==> src/rtl/vgen_pkg.sv <==
// video generator shared types
package vgen_pkg;

    typedef logic [15:0] word_t;        // register and video ram data word
    typedef logic [15:0] addr_t;        // video ram word address
    typedef logic [7:0]  color_t;       // palette index
    typedef logic [10:0] hcount_t;      // horizontal pixel counter
    typedef logic [9:0]  vcount_t;      // vertical line counter
    typedef logic [5:0]  reg_num_t;     // control register number

    // control register map
    localparam reg_num_t XR_VID_CTRL     = 6'h00;
    localparam reg_num_t XR_SCANLINE     = 6'h03;
    localparam reg_num_t XR_VID_LEFT     = 6'h04;
    localparam reg_num_t XR_VID_RIGHT    = 6'h05;
    localparam reg_num_t XR_PA_GFX_CTRL  = 6'h10;
    localparam reg_num_t XR_PA_DISP_ADDR = 6'h12;
    localparam reg_num_t XR_PA_LINE_LEN  = 6'h13;
    localparam reg_num_t XR_PA_LINE_ADDR = 6'h16;

    localparam color_t BORDER_RESET = 8'h08;    // dark grey border

    // one word of lead: read issued, data back, then shifter loaded
    localparam int FETCH_LEAD = 2;

endpackage

==> src/rtl/bitmap_fetch.sv <==
// bitmap line fetch
module bitmap_fetch (
    input  logic            clk,
    input  logic            reset_i,
    input  logic            fetch_window_i,
    input  logic            end_of_line_i,
    input  logic            end_of_frame_i,
    input  logic            pa_blank_i,
    input  vgen_pkg::addr_t pa_start_addr_i,
    input  vgen_pkg::addr_t pa_line_len_i,
    input  vgen_pkg::addr_t line_set_addr_i,
    input  logic            pa_line_addr_set_i,
    output logic            vram_sel_o,
    output vgen_pkg::addr_t vram_addr_o,
    output logic            word_valid_o
);
    import vgen_pkg::*;

    addr_t line_addr;           // start of current line
    addr_t word_idx;            // word within the line
    logic  odd_cycle;           // second half of a word slot
    logic  set_pending;         // line address written this line
    logic  use_set;

    always_comb begin
        vram_sel_o  = fetch_window_i && !pa_blank_i && !odd_cycle;
        vram_addr_o = line_addr + word_idx;
        use_set     = set_pending || pa_line_addr_set_i;
    end

    always_ff @(posedge clk) begin
        if (reset_i) begin
            line_addr    <= '0;
            word_idx     <= '0;
            odd_cycle    <= 1'b0;
            set_pending  <= 1'b0;
            word_valid_o <= 1'b0;
        end else begin
            word_valid_o <= vram_sel_o;             // ram answers next cycle
            if (fetch_window_i) begin
                odd_cycle <= !odd_cycle;
                if (!odd_cycle) begin
                    word_idx <= word_idx + 1'b1;
                end
            end else begin
                odd_cycle <= 1'b0;
                word_idx  <= '0;
            end

            if (pa_line_addr_set_i) begin
                set_pending <= 1'b1;
            end
            if (end_of_line_i) begin
                set_pending <= 1'b0;
                // a written line address beats the frame reload
                if (use_set) begin
                    line_addr <= line_set_addr_i;
                end else if (end_of_frame_i) begin
                    line_addr <= pa_start_addr_i;
                end else begin
                    line_addr <= line_addr + pa_line_len_i;
                end
            end
        end
    end

endmodule

==> src/rtl/pixel_out.sv <==
// pixel shifter and video output stage
module pixel_out #(
    parameter int H_OFFSCREEN = 16
) (
    input  logic              clk,
    input  logic              reset_i,
    input  vgen_pkg::word_t   vram_data_i,
    input  logic              word_valid_i,
    input  vgen_pkg::hcount_t h_count_i,
    input  logic              h_visible_i,
    input  logic              v_visible_i,
    input  logic              hsync_i,
    input  logic              vsync_i,
    input  vgen_pkg::color_t  border_color_i,
    input  vgen_pkg::color_t  pa_colorbase_i,
    input  logic              pa_blank_i,
    input  vgen_pkg::hcount_t vid_left_i,
    input  vgen_pkg::hcount_t vid_right_i,
    output vgen_pkg::color_t  color_index_o,
    output logic              dv_de_o,
    output logic              h_blank_o,
    output logic              v_blank_o,
    output logic              hsync_o,
    output logic              vsync_o
);
    import vgen_pkg::*;

    localparam hcount_t FIRST_COL   = hcount_t'(H_OFFSCREEN);
    localparam hcount_t FETCH_START = hcount_t'(H_OFFSCREEN - FETCH_LEAD);

    word_t  pix_shift;          // high byte is the current pixel
    logic   in_window;
    color_t pix_color;

    always_comb begin
        in_window = (h_count_i >= vid_left_i + FIRST_COL) &&
                    (h_count_i < vid_right_i + FIRST_COL);
        if (pa_blank_i || !in_window || !h_visible_i || !v_visible_i) begin
            pix_color = border_color_i;
        end else begin
            pix_color = pix_shift[15:8] ^ pa_colorbase_i;
        end
    end

    always_ff @(posedge clk) begin
        if (word_valid_i) begin
            pix_shift <= vram_data_i;
        end else if (h_count_i == FETCH_START) begin
            pix_shift <= '0;                        // drop leftovers from last line
        end else begin
            pix_shift <= {pix_shift[7:0], 8'h00};
        end
    end

    // common output register keeps sync, enable and color aligned
    always_ff @(posedge clk) begin
        if (reset_i) begin
            color_index_o <= '0;
            dv_de_o       <= 1'b0;
            h_blank_o     <= 1'b1;
            v_blank_o     <= 1'b1;
            hsync_o       <= 1'b0;
            vsync_o       <= 1'b0;
        end else begin
            color_index_o <= pix_color;
            dv_de_o       <= h_visible_i && v_visible_i;
            h_blank_o     <= !h_visible_i;
            v_blank_o     <= !v_visible_i;
            hsync_o       <= hsync_i;
            vsync_o       <= vsync_i;
        end
    end

endmodule

==> src/rtl/vgen_regs.sv <==
// video control registers
module vgen_regs #(
    parameter int H_VISIBLE = 32
) (
    input  logic               clk,
    input  logic               reset_i,
    input  logic               reg_wr_i,
    input  vgen_pkg::reg_num_t reg_num_i,
    input  vgen_pkg::word_t    reg_data_i,
    input  vgen_pkg::vcount_t  v_count_i,
    input  logic               end_of_visible_i,
    output vgen_pkg::word_t    reg_data_o,
    output logic               video_intr_o,
    output vgen_pkg::color_t   border_color_o,
    output vgen_pkg::color_t   pa_colorbase_o,
    output logic               pa_blank_o,
    output vgen_pkg::hcount_t  vid_left_o,
    output vgen_pkg::hcount_t  vid_right_o,
    output vgen_pkg::addr_t    pa_start_addr_o,
    output vgen_pkg::addr_t    pa_line_len_o,
    output vgen_pkg::addr_t    line_set_addr_o,
    output logic               pa_line_addr_set_o
);
    import vgen_pkg::*;

    word_t rd_data;

    always_ff @(posedge clk) begin
        if (reset_i) begin
            video_intr_o       <= 1'b0;
            border_color_o     <= BORDER_RESET;
            pa_colorbase_o     <= '0;
            pa_blank_o         <= 1'b1;                     // playfield off until enabled
            vid_left_o         <= '0;
            vid_right_o        <= hcount_t'(H_VISIBLE);     // full width window
            pa_start_addr_o    <= '0;
            pa_line_len_o      <= addr_t'(H_VISIBLE / 2);   // two pixels per word
            line_set_addr_o    <= '0;
            pa_line_addr_set_o <= 1'b0;
        end else begin
            video_intr_o       <= end_of_visible_i;         // one pulse per frame
            pa_line_addr_set_o <= 1'b0;
            if (reg_wr_i) begin
                case (reg_num_i)
                    XR_VID_CTRL: begin
                        border_color_o <= reg_data_i[7:0];
                    end
                    XR_VID_LEFT: begin
                        vid_left_o <= hcount_t'(reg_data_i);
                    end
                    XR_VID_RIGHT: begin
                        vid_right_o <= hcount_t'(reg_data_i);
                    end
                    XR_PA_GFX_CTRL: begin
                        pa_colorbase_o <= reg_data_i[15:8];
                        pa_blank_o     <= reg_data_i[7];
                    end
                    XR_PA_DISP_ADDR: begin
                        pa_start_addr_o <= reg_data_i;
                    end
                    XR_PA_LINE_LEN: begin
                        pa_line_len_o <= reg_data_i;
                    end
                    XR_PA_LINE_ADDR: begin
                        line_set_addr_o    <= reg_data_i;
                        pa_line_addr_set_o <= 1'b1;         // applies at next line start
                    end
                    default: begin
                    end
                endcase
            end
        end
    end

    // read-back in the bit positions used for writes
    always_comb begin
        case (reg_num_i)
            XR_VID_CTRL:     rd_data = {8'h00, border_color_o};
            XR_SCANLINE:     rd_data = word_t'(v_count_i);
            XR_VID_LEFT:     rd_data = word_t'(vid_left_o);
            XR_VID_RIGHT:    rd_data = word_t'(vid_right_o);
            XR_PA_GFX_CTRL:  rd_data = {pa_colorbase_o, pa_blank_o, 7'b0};
            XR_PA_DISP_ADDR: rd_data = pa_start_addr_o;
            XR_PA_LINE_LEN:  rd_data = pa_line_len_o;
            XR_PA_LINE_ADDR: rd_data = line_set_addr_o;
            default:         rd_data = '0;
        endcase
    end

    always_ff @(posedge clk) begin
        reg_data_o <= rd_data;              // one cycle after reg_num_i
    end

endmodule

==> src/rtl/vgen_timing.sv <==
// raster timing generator
module vgen_timing #(
    parameter int H_TOTAL      = 48,
    parameter int H_OFFSCREEN  = 16,
    parameter int H_SYNC_START = 2,
    parameter int H_SYNC_WIDTH = 4,
    parameter int V_TOTAL      = 12,
    parameter int V_VISIBLE    = 8,
    parameter int V_SYNC_START = 9,
    parameter int V_SYNC_WIDTH = 1
) (
    input  logic              clk,
    input  logic              reset_i,
    output vgen_pkg::hcount_t h_count_o,
    output vgen_pkg::vcount_t v_count_o,
    output logic              h_visible_o,
    output logic              v_visible_o,
    output logic              hsync_o,
    output logic              vsync_o,
    output logic              end_of_line_o,
    output logic              end_of_frame_o,
    output logic              end_of_visible_o,
    output logic              fetch_window_o
);
    import vgen_pkg::*;

    localparam hcount_t H_LAST      = hcount_t'(H_TOTAL - 1);
    localparam hcount_t H_FIRST_VIS = hcount_t'(H_OFFSCREEN);
    localparam hcount_t H_FETCH     = hcount_t'(H_OFFSCREEN - FETCH_LEAD);
    localparam hcount_t H_HS_BEGIN  = hcount_t'(H_SYNC_START);
    localparam hcount_t H_HS_END    = hcount_t'(H_SYNC_START + H_SYNC_WIDTH);
    localparam vcount_t V_LAST      = vcount_t'(V_TOTAL - 1);
    localparam vcount_t V_LAST_VIS  = vcount_t'(V_VISIBLE - 1);
    localparam vcount_t V_VS_BEGIN  = vcount_t'(V_SYNC_START);
    localparam vcount_t V_VS_END    = vcount_t'(V_SYNC_START + V_SYNC_WIDTH);

    always_ff @(posedge clk) begin
        if (reset_i) begin
            h_count_o <= '0;
            v_count_o <= '0;
        end else if (end_of_line_o) begin
            h_count_o <= '0;
            v_count_o <= (v_count_o == V_LAST) ? '0 : v_count_o + 1'b1;    // wrap at frame end
        end else begin
            h_count_o <= h_count_o + 1'b1;
        end
    end

    always_comb begin
        h_visible_o      = (h_count_o >= H_FIRST_VIS);
        v_visible_o      = (v_count_o <= V_LAST_VIS);
        hsync_o          = (h_count_o >= H_HS_BEGIN) && (h_count_o < H_HS_END);
        vsync_o          = (v_count_o >= V_VS_BEGIN) && (v_count_o < V_VS_END);
        end_of_line_o    = (h_count_o == H_LAST);
        end_of_frame_o   = end_of_line_o && (v_count_o == V_LAST);
        end_of_visible_o = end_of_line_o && (v_count_o == V_LAST_VIS);
        fetch_window_o   = (h_count_o >= H_FETCH) && v_visible_o;   // runs to end of line
    end

endmodule

==> src/rtl/video_gen.sv <==
// bitmap video generator top
module video_gen #(
    parameter int H_TOTAL      = 48,
    parameter int H_OFFSCREEN  = 16,
    parameter int H_SYNC_START = 2,
    parameter int H_SYNC_WIDTH = 4,
    parameter int V_TOTAL      = 12,
    parameter int V_VISIBLE    = 8,
    parameter int V_SYNC_START = 9,
    parameter int V_SYNC_WIDTH = 1
) (
    input  logic               clk,
    input  logic               reset_i,
    input  logic               reg_wr_i,
    input  vgen_pkg::reg_num_t reg_num_i,
    input  vgen_pkg::word_t    reg_data_i,
    output vgen_pkg::word_t    reg_data_o,
    output logic               video_intr_o,
    output logic               vram_sel_o,
    output vgen_pkg::addr_t    vram_addr_o,
    input  vgen_pkg::word_t    vram_data_i,
    output vgen_pkg::color_t   color_index_o,
    output logic               hsync_o,
    output logic               vsync_o,
    output logic               dv_de_o,
    output logic               h_blank_o,
    output logic               v_blank_o
);
    import vgen_pkg::*;

    localparam int H_VISIBLE = H_TOTAL - H_OFFSCREEN;

    hcount_t h_count;
    vcount_t v_count;
    logic    h_visible;
    logic    v_visible;
    logic    hsync;
    logic    vsync;
    logic    end_of_line;
    logic    end_of_frame;
    logic    end_of_visible;
    logic    fetch_window;
    color_t  border_color;
    color_t  pa_colorbase;
    logic    pa_blank;
    hcount_t vid_left;
    hcount_t vid_right;
    addr_t   pa_start_addr;
    addr_t   pa_line_len;
    addr_t   line_set_addr;
    logic    pa_line_addr_set;
    logic    word_valid;

    vgen_timing #(
        .H_TOTAL(H_TOTAL),
        .H_OFFSCREEN(H_OFFSCREEN),
        .H_SYNC_START(H_SYNC_START),
        .H_SYNC_WIDTH(H_SYNC_WIDTH),
        .V_TOTAL(V_TOTAL),
        .V_VISIBLE(V_VISIBLE),
        .V_SYNC_START(V_SYNC_START),
        .V_SYNC_WIDTH(V_SYNC_WIDTH)
    ) u_timing (
        .clk(clk),
        .reset_i(reset_i),
        .h_count_o(h_count),
        .v_count_o(v_count),
        .h_visible_o(h_visible),
        .v_visible_o(v_visible),
        .hsync_o(hsync),
        .vsync_o(vsync),
        .end_of_line_o(end_of_line),
        .end_of_frame_o(end_of_frame),
        .end_of_visible_o(end_of_visible),
        .fetch_window_o(fetch_window)
    );

    vgen_regs #(
        .H_VISIBLE(H_VISIBLE)
    ) u_regs (
        .clk(clk),
        .reset_i(reset_i),
        .reg_wr_i(reg_wr_i),
        .reg_num_i(reg_num_i),
        .reg_data_i(reg_data_i),
        .v_count_i(v_count),
        .end_of_visible_i(end_of_visible),
        .reg_data_o(reg_data_o),
        .video_intr_o(video_intr_o),
        .border_color_o(border_color),
        .pa_colorbase_o(pa_colorbase),
        .pa_blank_o(pa_blank),
        .vid_left_o(vid_left),
        .vid_right_o(vid_right),
        .pa_start_addr_o(pa_start_addr),
        .pa_line_len_o(pa_line_len),
        .line_set_addr_o(line_set_addr),
        .pa_line_addr_set_o(pa_line_addr_set)
    );

    bitmap_fetch u_fetch (
        .clk(clk),
        .reset_i(reset_i),
        .fetch_window_i(fetch_window),
        .end_of_line_i(end_of_line),
        .end_of_frame_i(end_of_frame),
        .pa_blank_i(pa_blank),
        .pa_start_addr_i(pa_start_addr),
        .pa_line_len_i(pa_line_len),
        .line_set_addr_i(line_set_addr),
        .pa_line_addr_set_i(pa_line_addr_set),
        .vram_sel_o(vram_sel_o),
        .vram_addr_o(vram_addr_o),
        .word_valid_o(word_valid)
    );

    pixel_out #(
        .H_OFFSCREEN(H_OFFSCREEN)
    ) u_pixel (
        .clk(clk),
        .reset_i(reset_i),
        .vram_data_i(vram_data_i),
        .word_valid_i(word_valid),
        .h_count_i(h_count),
        .h_visible_i(h_visible),
        .v_visible_i(v_visible),
        .hsync_i(hsync),
        .vsync_i(vsync),
        .border_color_i(border_color),
        .pa_colorbase_i(pa_colorbase),
        .pa_blank_i(pa_blank),
        .vid_left_i(vid_left),
        .vid_right_i(vid_right),
        .color_index_o(color_index_o),
        .dv_de_o(dv_de_o),
        .h_blank_o(h_blank_o),
        .v_blank_o(v_blank_o),
        .hsync_o(hsync_o),
        .vsync_o(vsync_o)
    );

endmodule

==> config.mk <==
export PLATFORM = sky130hd
export DESIGN_NAME = video_gen
export DESIGN_NICKNAME = d
export VERILOG_FILES = /design/src/rtl/vgen_pkg.sv /design/src/rtl/bitmap_fetch.sv /design/src/rtl/pixel_out.sv /design/src/rtl/vgen_regs.sv /design/src/rtl/vgen_timing.sv /design/src/rtl/video_gen.sv
export SDC_FILE = /design/constraint.sdc
export NUM_CORES = 1
export LEC_CHECK = 0
export ABC_AREA = 0
export ABC_CLOCK_PERIOD_IN_PS = 3600
export BUFFER_PORTS_ARGS = -buffer_cell sky130_fd_sc_hd__buf_2
export CORE_ASPECT_RATIO = 1.5
export CORE_MARGIN = 10
export CORE_UTILIZATION = 62
export CTS_BUF_LIST = sky130_fd_sc_hd__clkbuf_4 sky130_fd_sc_hd__clkbuf_8
export CTS_CLUSTER_DIAMETER = 120
export CTS_CLUSTER_SIZE = 8
export DETAILED_ROUTE_END_ITERATION = 6
export HOLD_SLACK_MARGIN = 0.05
export PLACE_DENSITY = 0.9
export SYNTH_ARGS = -nofsm -noshare
export SYNTH_HDL_FRONTEND = slang
export SYNTH_HIERARCHICAL = 1
export SYNTH_SLANG_ARGS = --single-unit
==> constraint.sdc <==
create_clock -name clk -period 3.6 [get_ports clk]
set_clock_uncertainty 0.2 [all_clocks]
set_input_delay 0.72 -clock clk [delete_from_list [all_inputs] [get_ports clk]]
set_output_delay 0.72 -clock clk [all_outputs]
set_load 0.005 [all_outputs]
Word-level counts from Yosys, hierarchy flattened
Index checks and enable logic that the tools add are counted.
- add/subtract/negate cells: 7
- magnitude comparators: 9
- equality and inequality tests: 11
- multiplexer cells: 8
- bitwise gates (word level): 3
- reduce and logical (&&, ||, !) cells: 29
- operator list (cell ; count):
    $pmux W16 S8 ; 1
    $mux W16 ; 4
    $add A16 B16 Y16 ; 2
    $eq A6 B5 Y1 const B ; 4
    $add A11 B5 Y11 const B ; 2
    $add A16 B1 Y16 const B ; 1
    $reduce_and A2 Y1 ; 7
    $eq A6 B3 Y1 const B ; 2
    $add A11 B1 Y11 const B ; 1
    $eq A11 B4 Y1 const B ; 1
    $eq A11 B6 Y1 const B ; 1
    $ge A11 B11 Y1 ; 1
    $ge A11 B2 Y1 const B ; 1
    $ge A11 B4 Y1 const B ; 1
    $ge A11 B5 Y1 const B ; 1
    $lt A11 B11 Y1 ; 1
    $lt A11 B3 Y1 const B ; 1
    $add A10 B1 Y10 const B ; 1
    $eq A10 B3 Y1 const B ; 1
    $eq A10 B4 Y1 const B ; 1
    $ge A10 B4 Y1 const B ; 1
    $le A10 B3 Y1 const B ; 1
    $lt A10 B4 Y1 const B ; 1
    $mux W10 ; 1
    other kinds (10) ; 28
- register bits after elaboration: 190
- input port bits: 41

Longest topological paths before layout
- word-level depth: 8
- mapped depth: 11

By module
The synthesis kept the hierarchy.
- by module, submodules not included (module ; times used ; cells each ; area an instance (um2)):
    vgen_regs ; 1 ; 494 ; 4237.8
    bitmap_fetch ; 1 ; 380 ; 3057.9
    pixel_out ; 1 ; 174 ; 1726.7
    vgen_timing ; 1 ; 131 ; 1108.6

Least setup slack after synthesis
OpenSTA, ideal clock, no wires.
- path type: flip-flop to output port
- start: reg u_fetch.word_idx[0]
- end: out vram_addr_o[14]
- arrival time: 1.919 ns
- data required time: 2.680 ns
- slack: 0.761 ns
- stages on the path, launching flop included: 9
- buffers on the path: 0
- path through: dfxtp_1 ha_1 fa_1 a21oi_1 nor2_1 nor3_1 o31ai_1 o41ai_1 xnor2_1
- cells in the longest elaborated chain, start to end: 1
- RTL lines (element ; line ; source):
    from (decl) ; bitmap_fetch.sv:20 ; addr_t word_idx;
    from (signal assigned) ; bitmap_fetch.sv:43 ; word_idx <= word_idx + 1'b1;
    $add A16 B16 Y16 ; bitmap_fetch.sv:27 ; vram_addr_o = line_addr + word_idx;
    to (decl) ; video_gen.sv:20 ; output vgen_pkg::addr_t vram_addr_o,
Every way passes these cells.

Final worst setup path
- start: reg u_timing.h_count_o[4]
- end: out vram_sel_o
- cells in the longest elaborated chain, start to end: 4
- RTL lines (element ; line ; source):
    from (decl) ; vgen_timing.sv:14 ; output vgen_pkg::hcount_t h_count_o,
    from (signal assigned) ; vgen_timing.sv:45 ; h_count_o <= h_count_o + 1'b1;
    $ge A11 B4 Y1 ; vgen_timing.sv:57 ; fetch_window_o = (h_count_o >= H_FETCH) && v_visible_o;
    $logic_and A1 B1 Y1 ; vgen_timing.sv:57 ;
    named net fetch_window ; video_gen.sv:42 ; logic fetch_window;
    $logic_and A1 B1 Y1 (2 in series) ; bitmap_fetch.sv:26 ; vram_sel_o = fetch_window_i && !pa_blank_i && !odd_cycle;
    to (decl) ; video_gen.sv:19 ; output logic vram_sel_o,
The timed path passes the listed nets, and every way through them passes these cells.

==> run summary <==
The run finished, with violations left. The final reports fail on design-rule violations. STA classifies the critical path startpoint as a register. The floorplan step defined a die boundary enclosing 22000 um^2.

After routing, the total negative slack on setup checks comes to 0 ns. Buffers inserted during clock tree synthesis total 17. The congestion estimate from routability-driven global placement came to 0.949. The maximum frequency from static timing analysis is 287 MHz. Registers take 3810 um^2.

For the met3 usage, the log shows 0.0426. Setup repair after global routing left no endpoint under its margin. Dividing total power by cell area gives a power density of 343 nW/um^2.

Traced cell by cell, the critical path runs through nor4_4 > nand2_1 > or2_2 > o21a_1 > nor3b_1 > buf_2. The pre-antenna-repair detailed-routing pass consisted of 7 iterations. The post-synthesis async set-or-reset flop share was 0.

The logs give 80 for the distinct cell type count after synthesis and 0.041 for the combinational cell fraction of total power. The area growth from synthesis to layout is 10.1%. The die extent in x is 124 um. The detailed router finished its first iteration with 817 violations. In the final routed layout, each cell accounts on average for 18.5 um. The initial antenna violation count is 1. The most frequent standard cell in the layout excluding fill and tap cells is dfxtp_1. The per-instance average area after synthesis came out at 8.59 um^2.

The detailed-route via count was 9091; the number of hold buffers added after CTS was 0. The post-route DRC violation count is 2, and the final worst slack is 0.116 ns. The multi-input combinational cells in the finished layout cover a total of 6010 um^2.

The number of core rows is 57. The number of flip-flops and latches in the synthesized netlist is 190, and the post-layout net count is 1340. The fraction of layout instances using a drive strength above 1 is 0.148, and the count of endpoints failing setup in the final report is 0.

STA classifies the critical path endpoint as an output pin. The count of boundary I/O pins is 88, and the reported net switching power is 0.987 mW. Summed over all cells, the static leakage comes to 4.70 nW.

The synthesized netlist occupies a cell area of 10100 um^2. On the worst path, the slowest cell contributes a delay of 0.47 ns. OpenSTA, run right after detailed placement, puts the worst setup slack at 0.279 ns.

The number of nets in the synthesized netlist was 1281. Measured along the y axis, the die boundary spans 177 um. For the max-slew headroom at the worst pin, the log shows 0.395.

The worst path needs 3.48 ns of the cycle, external delays included. The logs give 9027 for the number of global-route vias before repair and 0.253 for the met1 routing resource usage after global routing. Counting flops with a built-in enable in the synthesized netlist gives 0. For the pin with the worst max-slew slack, the measured transition is 0.903 ns. Number of cell instances on the worst register-to-register path: 8. The worst-case register-to-register setup slack was 0.52 ns. The part of the Yosys area used for sequential elements is 0.375. The cell at the slowest stage of the critical path was dfxtp_1. After clock tree synthesis, the setup repair step added 0 buffers. The routed design has 27000 um of wire.

For the met2 usage, the log shows 0.416. TritonCTS built the clock tree. Using the TritonRoute via totals, the vias-per-cell ratio works out to 6.24. The clock group share of total power was 0.404. The run gives 2.68 ns as the data required time of the worst path. The final critical-path share of the clock period came out at 0.968. The clock root buffer is clkbuf_8. For this run, the number of Yosys warnings is 6. For the number of antenna-violating nets in the routed design, the log shows 0. The worst hold path was traced through 2 stages. For the global-route usage over all layers, the log shows 0.235. The number of endpoints with negative hold slack in the final report is 0. Clock latency on the worst-skew pair, taken at its later pin, is 0.48 ns. Data arrival time of the critical path: 2.56 ns. Of all cell types, the one taking the most synthesized area is dfxtp_1. The tools report the critical register-to-register path endpoint as u_fetch/line_addr[9]$_SDFFE_PP0P_. The largest fanout on the critical path is 10, and the post-synthesis instance total is 1179. The worst hold path terminates at u_pixel/pix_shift[6]$_SDFF_PN0_. By area the synthesized netlist is led by dfxtp_1 38%, ha_1 7.3%, nand2_1 6.2%. The switching part of the total is 0.258, and the share of Yosys cell area claimed by the top area cell type is 0.375. Start point of the worst min-delay path: vram_data_i[6]. The initial core utilization is 0.629, and the half-perimeter wire length after detailed placement is 20200 um. The count of buffers from port buffering was 87; the max-slew violation count was 0. After global routing, the most crowded layer is met2. CTS saw 190 sinks. The design internal power came out at 2.84 mW.

Entering global routing, the biggest net connects 54 pins. CTS H-tree depth: 4. Among all flip-flop cells after synthesis, the most frequent one is dfxtp_1. Global routing finished with a remaining overflow of 0.

No sink is reached through more buffers than the 2 on the longest clock path. Leaving out fill and tap cells, the most frequent cells in the layout are 184 x dfxtp_1, 167 x nand2_1, 109 x a21oi_1. The share of power burned in registers was 0.555. The worst register-to-register path begins at u_timing/h_count_o[1]$_SDFF_PP0_. Maximum VDD drop: 0.000291 V. Area of the placeable core: 16100 um^2. By startpoint and endpoint, the worst setup path is classified as register to output pin. The clock transition time at the flip-flop clock pins of the worst setup and hold paths was 0.11 ns. The first global-routing pass estimated 43500 um of wire. For the number of max-cap violations, the log shows 0.

The filler cells instantiated in the layout total 1208. The type of the worst min-delay path was primary input to register.
## cells by family after synthesis
group / after synthesis / synth area share
and+or+nand+nor: 467 / 0.225
DFF: 190 / 0.375
AOI/OAI and AO/OA: 244 / 0.161
buffers and inverters: 85 / 0.0354
muxes: 62 / 0.0658
adders and majority gates: 61 / 0.0768
xor gates and xnor gates: 70 / 0.0605
## worst max path at each step
stage | from | endpoint | slack, ns | cells past startpoint
finish | u_timing/h_count_o[4]$_SDFF_PP0_ | vram_sel_o | 0.12 | 6
global route | u_fetch/line_addr[5]$_SDFFE_PP0P_ | vram_addr_o[14] | 0.003 | 8
CTS | u_fetch/line_addr[0]$_SDFFE_PP0P_ | vram_addr_o[14] | 0.03 | 9
detailed placement | u_fetch/line_addr[0]$_SDFFE_PP0P_ | vram_addr_o[14] | 0.28 | 9
global placement | u_fetch/line_addr[0]$_SDFFE_PP0P_ | vram_addr_o[14] | 0.37 | 9
floorplan | u_fetch/word_idx[0]$_SDFFE_PP0N_ | vram_addr_o[14] | 0.76 | 8
## power by group through the flow
stage | registers [mW] | clock network (mW) | logic, mW
final | 2.12 | 1.54 | 0.157
after global routing | 2.12 | 1.64 | 0.171
after CTS | 2.12 | 1.56 | 0.154
after detailed placement | 2.17 | 0 | 0.153
after global placement | 2.17 | 0 | 0.149
after floorplan | 2.17 | 0 | 0.0876
## Yosys cell counts, types with 4 or more instances
cell type,instances
o211ai_1,6
nor2_1,106
a21oi_1,112
and4_1,4
o21ai_1,4
inv_1,27
nand3_1,30
mux2_4,8
nor4b_1,4
nand4_1,16
xor2_1,30
buf_1,4
nand2_1,167
or3_1,13
o21ai_0,24
and3_1,11
o21bai_1,4
a221oi_1,6
a222oi_1,4
a31oi_1,6
mux2_2,5
a22oi_1,14
xnor2_1,40
a211oi_1,5
a21o_1,17
and2_1,15
nand2b_1,12
clkbuf_1,38
ha_1,59
nor2b_1,17
dfxtp_1,190
buf_2,11
a22o_1,11
nand3b_1,5
mux2i_1,49
nor3_1,38
## per-stage QoR
step	hold WS [ns]	total power [mW]	instances	cell area, um^2	util
6_report	0.233	3.82	1458	11200	0.692
5_1_grt	0.232	3.93	1457	11200	0.692
4_1_cts	0.219	3.84	1457	11100	0.690
3_5_place_dp	0.236	2.32	1425	10700	0.661
3_3_place_gp	0.223	2.32	1425	10700	0.661
2_1_floorplan	0.220	2.26	1179	10100	-
## cell type report
type	count	area share
timing repair buffer	97	0.0460
clock inverter	15	0.0194
antenna	1	0.000224
sequential	190	0.342
clock buffer	17	0.0210
inverter	28	0.00942
tap	206	0.0231
multi-input combinational	904	0.539
## flip-flops by register name (all words and copies together) (netlist names), 8 cells and up
register / count
u_regs/line_set_addr_o: 16
u_timing/h_count_o: 11
u_regs/reg_data_o: 16
u_regs/vid_left_o: 11
u_regs/vid_right_o: 11
u_regs/pa_colorbase_o: 8
u_timing/v_count_o: 10
u_regs/pa_line_len_o: 16
u_fetch/word_idx: 16
u_regs/border_color_o: 8
u_regs/pa_start_addr_o: 16
u_pixel/pix_shift: 16
u_pixel/color_index_o: 8
u_fetch/line_addr: 16
## layer usage
metal	vias up	share of wire
li1	4275	-
met1	4217	0.38
met2	483	0.50
met3	114	0.070
met4	2	0.054
met5	-	0.00026
## critical path: cells and delay by family (launching register included)
kind	cells	cell delay [ns]
compound gates	1	0.25
buf+inv	1	0.15
flops	1	0.47
simple gates	4	1.22
## timing repair
item | CTS | global route
resized for setup | 4 | 11
pin swaps | 0 | 0
setup endpoints to repair | 2 | 5
Note: power is estimated with default switching activity, not from simulation.
